<file path="config.mk">
export PLATFORM = sky130hd
export DESIGN_NAME = execCore
export DESIGN_NICKNAME = d
export VERILOG_FILES = /design/src/common/mipsPkg.sv /design/src/alu/aluCore.sv /design/src/hdl/execCore.sv /design/src/hdl/executePipe.sv /design/src/hdl/instrDecode.sv /design/src/regFile/regFile.sv
export SDC_FILE = /design/constraint.sdc
export NUM_CORES = 2
export LEC_CHECK = 0
export BUFFER_PORTS_ARGS = -buffer_cell sky130_fd_sc_hd__buf_4
export CORE_UTILIZATION = 60
export DETAILED_ROUTE_END_ITERATION = 7
export PLACE_DENSITY = 0.8
export SETUP_SLACK_MARGIN = 0.02
export SYNTH_ARGS = -nofsm -noshare
export SYNTH_HDL_FRONTEND = slang
export SYNTH_SLANG_ARGS = --single-unit
</file>
<file path="constraint.sdc">
create_clock -name clk -period 5 [get_ports clk]
set_input_delay 0.75 -clock clk [delete_from_list [all_inputs] [get_ports clk]]
set_output_delay 0.75 -clock clk [all_outputs]
set_load 0.03 [all_outputs]
</file>
<file path="src/common/mipsPkg.sv">
package mipsPkg;

	////////////////////////////////////////////////////////////
	// Basic types
	////////////////////////////////////////////////////////////

	// One data word
	typedef logic [31:0] wordT;
	// Register index
	typedef logic [4:0] regAddrT;
	// ALU operation code, same space as the funct field
	typedef logic [5:0] aluOpT;

	// Architectural register count
	localparam int numRegs = 32;

	////////////////////////////////////////////////////////////
	// Funct field values for R-type
	////////////////////////////////////////////////////////////

	// Arithmetic
	localparam aluOpT functAdd = 6'b100000;
	localparam aluOpT functAddu = 6'b100001;
	localparam aluOpT functSub = 6'b100010;
	localparam aluOpT functSubu = 6'b100011;
	// Logic and compares
	localparam aluOpT functAnd = 6'b100100;
	localparam aluOpT functOr = 6'b100101;
	localparam aluOpT functXor = 6'b100110;
	localparam aluOpT functNor = 6'b100111;
	localparam aluOpT functSlt = 6'b101010;
	localparam aluOpT functSltu = 6'b101011;
	// Shifts by shamt
	localparam aluOpT functSll = 6'b000000;
	localparam aluOpT functSrl = 6'b000010;
	localparam aluOpT functSra = 6'b000011;
	// Shifts by rs
	localparam aluOpT functSllv = 6'b000100;
	localparam aluOpT functSrlv = 6'b000110;
	localparam aluOpT functSrav = 6'b000111;

	// LUI only, no funct uses this value
	localparam aluOpT aluLui = 6'b111111;

	////////////////////////////////////////////////////////////
	// Opcodes
	////////////////////////////////////////////////////////////

	localparam logic [5:0] opRType = 6'b000000;
	localparam logic [5:0] opAddiu = 6'b001001;
	localparam logic [5:0] opOri = 6'b001101;
	localparam logic [5:0] opLui = 6'b001111;

endpackage

</file>
<file path="src/alu/aluCore.sv">
`timescale 1ns/10ps

module aluCore import mipsPkg::*; (
	input aluOpT aluOp,
	// rs operand, also the variable shift amount
	input wordT a,
	// rt or immediate, the value being shifted
	input wordT b,
	input logic [4:0] shamt,
	output wordT result,
	output logic ovf
);

	////////////////////////////////////////////////////////////
	// Adder and subtractor
	////////////////////////////////////////////////////////////

	wordT sum;
	wordT diff;
	logic addOvf;
	logic subOvf;
	// Variable shift amount
	logic [4:0] varShamt;

	assign sum = a + b;
	assign diff = a - b;
	assign varShamt = a[4:0];

	// Same operand signs but result sign flipped
	assign addOvf = (a[31] == b[31]) && (sum[31] != a[31]);
	// Opposite operand signs and result takes sign of b
	assign subOvf = (a[31] != b[31]) && (diff[31] != a[31]);

	// Only the trapping forms report
	assign ovf = ((aluOp == functAdd) && addOvf) || ((aluOp == functSub) && subOvf);

	////////////////////////////////////////////////////////////
	// Result select
	////////////////////////////////////////////////////////////

	always_comb
	begin
		case (aluOp)
			// Arithmetic
			functAdd, functAddu:
				result = sum;
			functSub, functSubu:
				result = diff;
			// Bitwise logic
			functAnd:
				result = a & b;
			functOr:
				result = a | b;
			functXor:
				result = a ^ b;
			functNor:
				result = ~(a | b);
			// Set on less than
			functSlt:
				result = {31'b0, ($signed(a) < $signed(b))};
			functSltu:
				result = {31'b0, (a < b)};
			// Fixed shifts
			functSll:
				result = b << shamt;
			functSrl:
				result = b >> shamt;
			functSra:
				result = $signed(b) >>> shamt;
			// Variable shifts, low 5 bits of rs
			functSllv:
				result = b << varShamt;
			functSrlv:
				result = b >> varShamt;
			functSrav:
				result = $signed(b) >>> varShamt;
			// Upper immediate
			aluLui:
				result = {b[15:0], 16'b0};
			default:
				result = '0;
		endcase
	end

endmodule

</file>
<file path="src/hdl/execCore.sv">
`timescale 1ns/10ps

module execCore import mipsPkg::*; (
	input logic clk,
	input logic rstN,
	// Instruction input
	input wordT instr,
	input logic instrValid,
	// Debug register read
	input regAddrT dbgAddr,
	output wordT dbgData,
	// Writeback status
	output logic wbValid,
	output regAddrT wbAddr,
	output wordT wbData,
	output logic overflow,
	output logic illegal
);

	////////////////////////////////////////////////////////////
	// Decoder to pipeline
	////////////////////////////////////////////////////////////

	aluOpT aluOp;
	regAddrT rsAddr;
	regAddrT rtAddr;
	regAddrT destAddr;
	logic useImm;
	logic writes;
	logic isIllegal;
	wordT immValue;
	logic [4:0] shamt;

	// Register file reads and write enable
	wordT rsData;
	wordT rtData;
	logic wrEn;

	instrDecode u_instrDecode (
		.instr(instr),
		.aluOp(aluOp),
		.rsAddr(rsAddr),
		.rtAddr(rtAddr),
		.destAddr(destAddr),
		.useImm(useImm),
		.immValue(immValue),
		.shamt(shamt),
		.writes(writes),
		.isIllegal(isIllegal)
	);

	// Write port doubles as the wb outputs
	executePipe u_executePipe (
		.clk(clk),
		.rstN(rstN),
		.instrValid(instrValid),
		.aluOp(aluOp),
		.rsAddr(rsAddr),
		.rtAddr(rtAddr),
		.destAddr(destAddr),
		.useImm(useImm),
		.writes(writes),
		.isIllegal(isIllegal),
		.immValue(immValue),
		.shamt(shamt),
		.rsData(rsData),
		.rtData(rtData),
		.wrEn(wrEn),
		.wrAddr(wbAddr),
		.wrData(wbData),
		.wbValid(wbValid),
		.overflow(overflow),
		.illegal(illegal)
	);

	regFile u_regFile (
		.clk(clk),
		.rstN(rstN),
		.rdAddrA(rsAddr),
		.rdAddrB(rtAddr),
		.rdDataA(rsData),
		.rdDataB(rtData),
		.dbgAddr(dbgAddr),
		.dbgData(dbgData),
		.wrEn(wrEn),
		.wrAddr(wbAddr),
		.wrData(wbData)
	);

endmodule

</file>
<file path="src/hdl/executePipe.sv">
`timescale 1ns/10ps

module executePipe import mipsPkg::*; (
	input logic clk,
	input logic rstN,
	input logic instrValid,
	// Decoded fields of the incoming instruction
	input aluOpT aluOp,
	input regAddrT rsAddr,
	input regAddrT rtAddr,
	input regAddrT destAddr,
	input logic useImm,
	input logic writes,
	input logic isIllegal,
	input wordT immValue,
	input logic [4:0] shamt,
	// Register file read data
	input wordT rsData,
	input wordT rtData,
	// Register file write port
	output logic wrEn,
	output regAddrT wrAddr,
	output wordT wrData,
	// Writeback status
	output logic wbValid,
	output logic overflow,
	output logic illegal
);

	////////////////////////////////////////////////////////////
	// Stage 1 state
	////////////////////////////////////////////////////////////

	logic s1Valid;
	aluOpT s1AluOp;
	regAddrT s1Dest;
	logic s1Writes;
	logic s1Illegal;
	logic [4:0] s1Shamt;
	wordT s1OpA;
	// Already muxed with the immediate
	wordT s1OpB;

	wordT aluResult;
	logic aluOvf;
	// Stage 1 will commit its result
	logic s1Commit;

	wordT fwdA;
	wordT fwdB;

	aluCore u_aluCore (
		.aluOp(s1AluOp),
		.a(s1OpA),
		.b(s1OpB),
		.shamt(s1Shamt),
		.result(aluResult),
		.ovf(aluOvf)
	);

	assign s1Commit = s1Valid && s1Writes && !aluOvf && (s1Dest != '0);

	////////////////////////////////////////////////////////////
	// Forwarding
	////////////////////////////////////////////////////////////

	always_comb
	begin
		// Youngest producer first
		if (s1Commit && (s1Dest == rsAddr))
			fwdA = aluResult;
		else if (wbValid && (wrAddr == rsAddr))
			fwdA = wrData;
		else
			fwdA = rsData;

		if (s1Commit && (s1Dest == rtAddr))
			fwdB = aluResult;
		else if (wbValid && (wrAddr == rtAddr))
			fwdB = wrData;
		else
			fwdB = rtData;
	end

	////////////////////////////////////////////////////////////
	// Stage registers
	////////////////////////////////////////////////////////////

	// Control bits
	always_ff @(posedge clk or negedge rstN)
	begin
		if (!rstN)
		begin
			s1Valid <= 1'b0;
			wbValid <= 1'b0;
			overflow <= 1'b0;
			illegal <= 1'b0;
		end
		else
		begin
			s1Valid <= instrValid;
			wbValid <= s1Commit;
			// Illegal codes report only the illegal flag
			overflow <= s1Valid && !s1Illegal && aluOvf;
			illegal <= s1Valid && s1Illegal;
		end
	end

	// Stage 1 payload, loaded on each accepted instruction
	always_ff @(posedge clk)
	begin
		if (instrValid)
		begin
			s1AluOp <= aluOp;
			s1Dest <= destAddr;
			s1Writes <= writes;
			s1Illegal <= isIllegal;
			s1Shamt <= shamt;
			s1OpA <= fwdA;
			s1OpB <= useImm ? immValue : fwdB;
		end
	end

	// Stage 2 payload
	always_ff @(posedge clk)
	begin
		if (s1Valid)
		begin
			wrAddr <= s1Dest;
			wrData <= aluResult;
		end
	end

	// Write port follows the committed writeback
	assign wrEn = wbValid;

endmodule

</file>
<file path="src/hdl/instrDecode.sv">
`timescale 1ns/10ps

module instrDecode import mipsPkg::*; (
	input wordT instr,
	output aluOpT aluOp,
	output regAddrT rsAddr,
	output regAddrT rtAddr,
	output regAddrT destAddr,
	output logic useImm,
	output wordT immValue,
	output logic [4:0] shamt,
	output logic writes,
	output logic isIllegal
);

	logic [5:0] opcode;
	aluOpT funct;
	logic functOk;

	// Instruction fields
	assign opcode = instr[31:26];
	assign funct = instr[5:0];
	assign rsAddr = instr[25:21];
	assign rtAddr = instr[20:16];
	assign shamt = instr[10:6];

	// Supported R-type functs
	always_comb
	begin
		case (funct)
			functAdd, functAddu, functSub, functSubu,
			functAnd, functOr, functXor, functNor,
			functSlt, functSltu,
			functSll, functSrl, functSra,
			functSllv, functSrlv, functSrav:
				functOk = 1'b1;
			default:
				functOk = 1'b0;
		endcase
	end

	always_comb
	begin
		// R-type defaults, funct passes straight through
		aluOp = funct;
		destAddr = instr[15:11];
		useImm = 1'b0;
		immValue = '0;
		writes = 1'b0;
		isIllegal = 1'b0;
		case (opcode)
			opRType:
			begin
				writes = functOk;
				isIllegal = !functOk;
			end
			opAddiu:
			begin
				aluOp = functAddu;
				destAddr = rtAddr;
				useImm = 1'b1;
				// Sign extended
				immValue = {{16{instr[15]}}, instr[15:0]};
				writes = 1'b1;
			end
			opOri, opLui:
			begin
				aluOp = (opcode == opLui) ? aluLui : functOr;
				destAddr = rtAddr;
				useImm = 1'b1;
				// Zero extended
				immValue = {16'b0, instr[15:0]};
				writes = 1'b1;
			end
			default:
				isIllegal = 1'b1;
		endcase
	end

endmodule

</file>
<file path="src/regFile/regFile.sv">
`timescale 1ns/10ps

module regFile import mipsPkg::*; (
	input logic clk,
	input logic rstN,
	// Operand read ports
	input regAddrT rdAddrA,
	input regAddrT rdAddrB,
	output wordT rdDataA,
	output wordT rdDataB,
	// Debug read port
	input regAddrT dbgAddr,
	output wordT dbgData,
	// Write port
	input logic wrEn,
	input regAddrT wrAddr,
	input wordT wrData
);

	////////////////////////////////////////////////////////////
	// Storage
	////////////////////////////////////////////////////////////

	wordT regs [numRegs];

	always_ff @(posedge clk or negedge rstN)
	begin
		if (!rstN)
		begin
			// All registers start at zero
			for (int i = 0; i < numRegs; i++)
			begin
				regs[i] <= '0;
			end
		end
		else if (wrEn && (wrAddr != '0))
		begin
			// Register 0 ignores writes
			regs[wrAddr] <= wrData;
		end
	end

	////////////////////////////////////////////////////////////
	// Combinational reads
	////////////////////////////////////////////////////////////

	// Register 0 is hardwired to zero
	assign rdDataA = (rdAddrA == '0) ? '0 : regs[rdAddrA];
	assign rdDataB = (rdAddrB == '0) ? '0 : regs[rdAddrB];
	assign dbgData = (dbgAddr == '0) ? '0 : regs[dbgAddr];

endmodule

</file>
-- After elaboration in Yosys (flattened, before gate mapping)
Memories as Yosys holds them, arrays and structs flattened.
Index checks and enable logic that the tools add are counted.
- add/subtract/negate cells: 2
- order comparisons: 7
- equality and inequality tests: 27
- shift operators: 6
- multiplexer cells: 28
- bitwise logic cells: 8
- reductions and logical operators: 31
- operator list (kind ; count):
    $bwmux W1024 ; 1
    $bmux W32 S5 ; 3
    $mux W32 ; 15
    $pmux W32 S15 ; 1
    $demux W32 S5 ; 1
    $eq A6 B6 Y1 const B ; 11
    $lt A32 B32 Y1 ; 2
    $pmux W32 S2 ; 1
    $shl A32 B5 Y32 ; 2
    $shr A32 B5 Y32 ; 2
    $sshr A32 B5 Y32 ; 2
    $add A32 B32 Y32 ; 1
    $and A32 B32 Y32 ; 1
    $not A32 Y32 ; 1
    $or A32 B32 Y32 ; 1
    $sub A32 B32 Y32 ; 1
    $xor A32 B32 Y32 ; 1
    $ge A6 B6 Y1 const B ; 4
    $not A5 Y6 ; 4
    $eq A5 B5 Y1 ; 4
    $eq A6 B3 Y1 const B ; 3
    $eq A6 B4 Y1 const B ; 3
    $logic_and A1 B1 Y1 ; 16
    $logic_not A5 Y1 ; 3
    14 further kinds ; 25
- register bits: 1147
- bits in read-only memories: 64
- input bits: 40
- output and inout port bits: 72
- logic and storage cells: 155
- memories: 1
- memories (name ; depth ; bits a word ; rd ports ; clocked after memory_dff ; wr ports ; RTL line ; RTL):
    (no name shown) ; 64 ; 1 ; 1 ; 0 ; 0 ; instrDecode.sv:30 ; case (funct)

-- Logic depth before layout (Yosys ltp)
- word-level depth: 11
- mapped depth: 16
- mapped depth without buffers: 13

-- Cells and area by module
A second synthesis with hierarchy kept.
- cell total of the unflattened synthesis: 6551
- area total of the unflattened synthesis: 80892.6 um^2
- by module, submodules not included (module ; instances ; cells each ; area an instance (um^2)):
    regFile ; 1 ; 4286 ; 63214.4
    aluCore ; 1 ; 1701 ; 11021.8
    executePipe ; 1 ; 488 ; 6080.8
    instrDecode ; 1 ; 76 ; 575.6

-- Worst setup path after synthesis
OpenSTA, ideal clock, no wires.
- path type: input-to-output
- start: input dbgAddr[0]
- end: output dbgData[10]
- data arrival time: 3.217 ns
- data required time: 4.250 ns
- path slack: 1.033 ns
- stages: 7
- path through: clkbuf_1 clkbuf_1 buf_1 mux4_2 mux4_2 mux2i_1 nor2_1
- word-level cells in the longest chain between the ends: 5
- elaborated cells between the ends (all ways): 6
- classes of those cells: mux: 4; bitwise: 1; reduce/logical: 1
- ends and longest elaborated chain (element ; RTL line ; RTL):
    from (decl) ; execCore.sv:10 ; input regAddrT dbgAddr,
    $not A5 Y6 (not written as such) ; regFile.sv:50 ; assign dbgData = (dbgAddr == '0) ? '0 : regs[dbgAddr];
    $bmux W32 S5 ; regFile.sv:50 ;
    $mux W32 (not written as such) (2 in series) ; regFile.sv:50 ;
    $mux W32 (*) ; regFile.sv:50 ;
    to (decl) ; execCore.sv:11 ; output wordT dbgData,
Mark *: on every way between the ends. The rest lies on a longest branch, timed or not. The select of a mux whose other input is x is not followed.

-- Worst setup path in the final report
- start: register u_executePipe.s1OpB[27]
- end: register u_executePipe.s1OpB[4], data pin
- word-level cells in the longest chain between the ends: 11
- elaborated cells between the ends (all ways): 22
- classes of those cells: add/sub: 2; eq/ne: 2; shift: 6; mux: 3; reduce/logical: 9
- ends and longest elaborated chain (element ; RTL line ; RTL):
    from (decl) ; executePipe.sv:42 ; wordT s1OpB;
    from (signal assigned) ; executePipe.sv:120 ; s1OpB <= useImm ? immValue : fwdB;
    $add A32 B32 Y32 / $sub A32 B32 Y32 (equally long branches) ; aluCore.sv:25, aluCore.sv:26 ;
    $ne A1 B1 Y1, on equally long branches ; aluCore.sv:30, aluCore.sv:32 ;
    $logic_and A1 B1 Y1, on equally long branches ; aluCore.sv:30, aluCore.sv:32 ;
    $logic_and A1 B1 Y1 ; aluCore.sv:35 ; assign ovf = ((aluOp == functAdd) && addOvf) || ((aluOp == functSub) && subOvf);
    $logic_or A1 B1 Y1 ; aluCore.sv:35 ;
    $logic_not A1 Y1 ; executePipe.sv:61 ; assign s1Commit = s1Valid && s1Writes && !aluOvf && (s1Dest != '0);
    $logic_and A1 B1 Y1 (2 in series) ; executePipe.sv:61 ;
    $logic_and A1 B1 Y1 ; executePipe.sv:77 ; if (s1Commit && (s1Dest == rtAddr))
    $mux W32 (*) ; executePipe.sv:77 ;
    $mux W32 (*) ; executePipe.sv:120 ;
Mark *: on every way between the ends. The rest lies on a longest branch, timed or not.
A chain may end at the register's enable or synchronous reset.

==> impl_metrics.toml <==
[floorplan]
die_h_um = 367
fp.coreArea_um2 = 132000
fp.dieW_um = 367
num_rows = 133
start_util = 0.606
boundaryPins = 112
die-area_um2 = 135000

[placement]
port_buffers = 111
dpl.hpwl_um = 215000
dp.cells = 8449
gp_congestion = 1.13

[final_layout]
stdcell_count = 8683
layout_commonest_cell = "mux2_2"
drive_gt1_frac = 0.375
areaGrowthSynthToFinish_pct = 11.5
multi_input_area_um2 = 47700
nets = 6966
nFillCells = 9153
regArea_um2 = 29300
finish.utilization = 0.676
final_cell_mix = "mux2_2 (1111), dfrtp_1 (1027), mux4_2 (619), buf_4 (538), mux2i_1 (515)"

[setup_path]
critPathArrivalTime_ns = 5.43
worstSetupPathType = "reg -> reg"
worstPathMaxFanout = 11
cp.required_ns = 5.52
rr_worst_depth = 12
startpoint_type = "flop"
cp-end-kind = "flop"

[global_routing]
grt_max_degree = 176
grt_usage = 0.486
overflow = 0
grt_pass1_vias = 68500
grt_antenna_before_repair = 23
grt_first_pass_wirelength_um = 477000

[route]
avgViaCountPerCell = 7.99
route.detailed.drc = 0
avgRoutedWirePerCell_um = 38.1
ant_nets = 0
dr_total_vias = 69400
firstDrtPassIters = 8
wl_um = 330000
drtIter0Drc = 11200

[run_status]
status = "finished, final reports clean"

[synth]
yosysWarnings = 0
syn-cell-area_um2 = 79900
synth_nets = 6947
synth_cell_types = 93
synthFlopType = "dfrtp_1"
postSynthCellCount = 6795
synth_area_per_cell_um2 = 11.8
synthArstFlopShare = 0.896
synth-edff-count = 119
ys_seq_elements = 1147
ys_seq_area_frac = 0.367

[sta]
fin_worst_skew_ns = 0.0698
rsz0062_at_grt = "no"
slew_viol_final = 0
max_slew_margin = 0.0472
fin_setup_tns_ns = 0
max_freq_mhz = 204
min_period_over_period = 0.982
finalHoldViolCount = 0
setup_viol_count_final = 0
worst_pin_slew_ns = 1.43
fin_crit_ns = 4.91

[clocking]
cts_buffers = 117
tritoncts_num_sinks = 1147
tritoncts = "yes"
htreeDepth = 3
root_buffer = "clkbuf_16"
insertion_delay_ns = 0.81
post_cts_buffers = 0
cts.path.max_buffers = 3
cts.clk_slew.worst_paths_ns = 0.06

[min_path]
hold_path.class = "in -> reg"
min_path_cells = 1

[pwr]
p_leak_uw = 0.0391
power.density_nw_per_um2 = 349
ir_worst_vdd_v = 0.000357

[flow_run]
drv_cap = 0
report_power, final:
group	total [µW]	leakage, µW	internal (µW)	switching, µW
clock	9520	0.00203	5430	4100
combinational	9100	0.0220	4280	4820
sequential	12500	0.0151	10900	1620
routing by layer:
layer  GRT usage  share of wire  up-vias
met5     0.00855        0.00081        -
li1            -              -    26400
met1       0.597           0.33    34200
met2       0.682           0.42     6764
met3       0.203           0.16     1994
met4       0.361          0.091       24
layout make-up:
type	count	share of cell area
inverter	123	0.00521
clock buffer	173	0.0387
sequential	1147	0.329
clock inverter	47	0.00785
timing repair buffer	601	0.0587
multi-input combinational	4824	0.536
antenna	13	0.000365
tap	1755	0.0247
cell families (layout without fill, tap and decap cells):
group | Yosys count | count (layout) | share of synthesized area
flip-flops | 1147 | 1147 | 0.367
AO/OA/AOI/OAI | 1384 | 1384 | 0.114
buffers and inverters | 824 | 944 | 0.0396
adder cells (fa/ha/maj) | 112 | 112 | 0.0177
AND/OR/NAND/NOR | 998 | 998 | 0.0562
multiplexers | 2246 | 2246 | 0.396
XOR/XNOR | 84 | 84 | 0.00921
other | 0 | 13 | 0
synth_stat cells (54+ instances only):
library cell | n | area, µm²
buf_1 | 155 | 582
clkbuf_1 | 504 | 1890
edfxtp_1 | 119 | 3570
mux2i_1 | 515 | 5150
a211oi_1 | 54 | 405
inv_1 | 122 | 458
nand3_1 | 80 | 400
o21ai_0 | 279 | 1400
nor3_1 | 83 | 415
dfrtp_1 | 1028 | 25700
xnor2_1 | 62 | 543
nand2_1 | 344 | 1290
mux2_2 | 1111 | 12500
mux4_2 | 619 | 13900
a21oi_1 | 375 | 1880
ha_1 | 110 | 1380
a221oi_1 | 171 | 1500
nor2_1 | 324 | 1220
a22oi_1 | 132 | 991
final timing paths:
check	from	endpoint	slack (ns)
max in group asynchronous	rstN	u_regFile.regs[68]	2.94
max reg2reg	u_executePipe.s1OpB[27]	u_executePipe.s1OpB[4]	0.09
min reg2reg	u_regFile.regs[1013]	u_regFile.regs[1013]	0.43
min in group asynchronous	rstN	u_regFile.regs[562]	0.56
min	instr[9]	u_executePipe.s1Shamt[3]	0.18
max	u_executePipe.s1OpB[27]	u_executePipe.s1OpB[4]	0.09
critical path: stages, from the launching register on:
cell and delay, ns:
edfxtp_1 0.58, inv_1 0.33, ha_1 0.60, nand4_1 0.20, or4_1 0.61, nand3_1 0.15
mux2i_1 0.11, or4_1 0.55, a211o_1 0.27, or2_1 0.41, or3_1 0.37, o21ai_0 0.33
o21ai_0 0.15
sequential cells by signal, indices dropped and copies added (netlist names):
name                     count
u_executePipe.illegal        1
u_executePipe.overflow       1
u_executePipe.s1AluOp        6
u_executePipe.s1Dest         5
u_executePipe.s1Illegal      1
u_executePipe.s1OpA         32
u_executePipe.s1OpB         32
u_executePipe.s1Shamt        5
u_executePipe.s1Valid        1
u_executePipe.s1Writes       1
u_executePipe.wbValid        1
u_executePipe.wrAddr         5
u_executePipe.wrData        32
u_regFile.regs            1024
repair_timing:
action | CTS | global route
endpoints found under the hold margin | 13 | 0
resized for setup | 0 | 3
hold buffers | 1 | 0
endpoints found under the setup margin | 0 | 3
stage by stage:
stage	hold slack [ns]	area, µm²	setup WS (ns)	power, µW
3_3_place_gp	0.401	84800	0.159	20800
4_1_cts	0.156	89000	0.157	30600
6_report	0.182	89100	0.0890	31100
3_5_place_dp	0.410	84800	0.153	21200
5_1_grt	0.189	89000	0.0692	31900
2_1_floorplan	0.454	79900	1.03	17900
(Power assumes the default switching activity.)
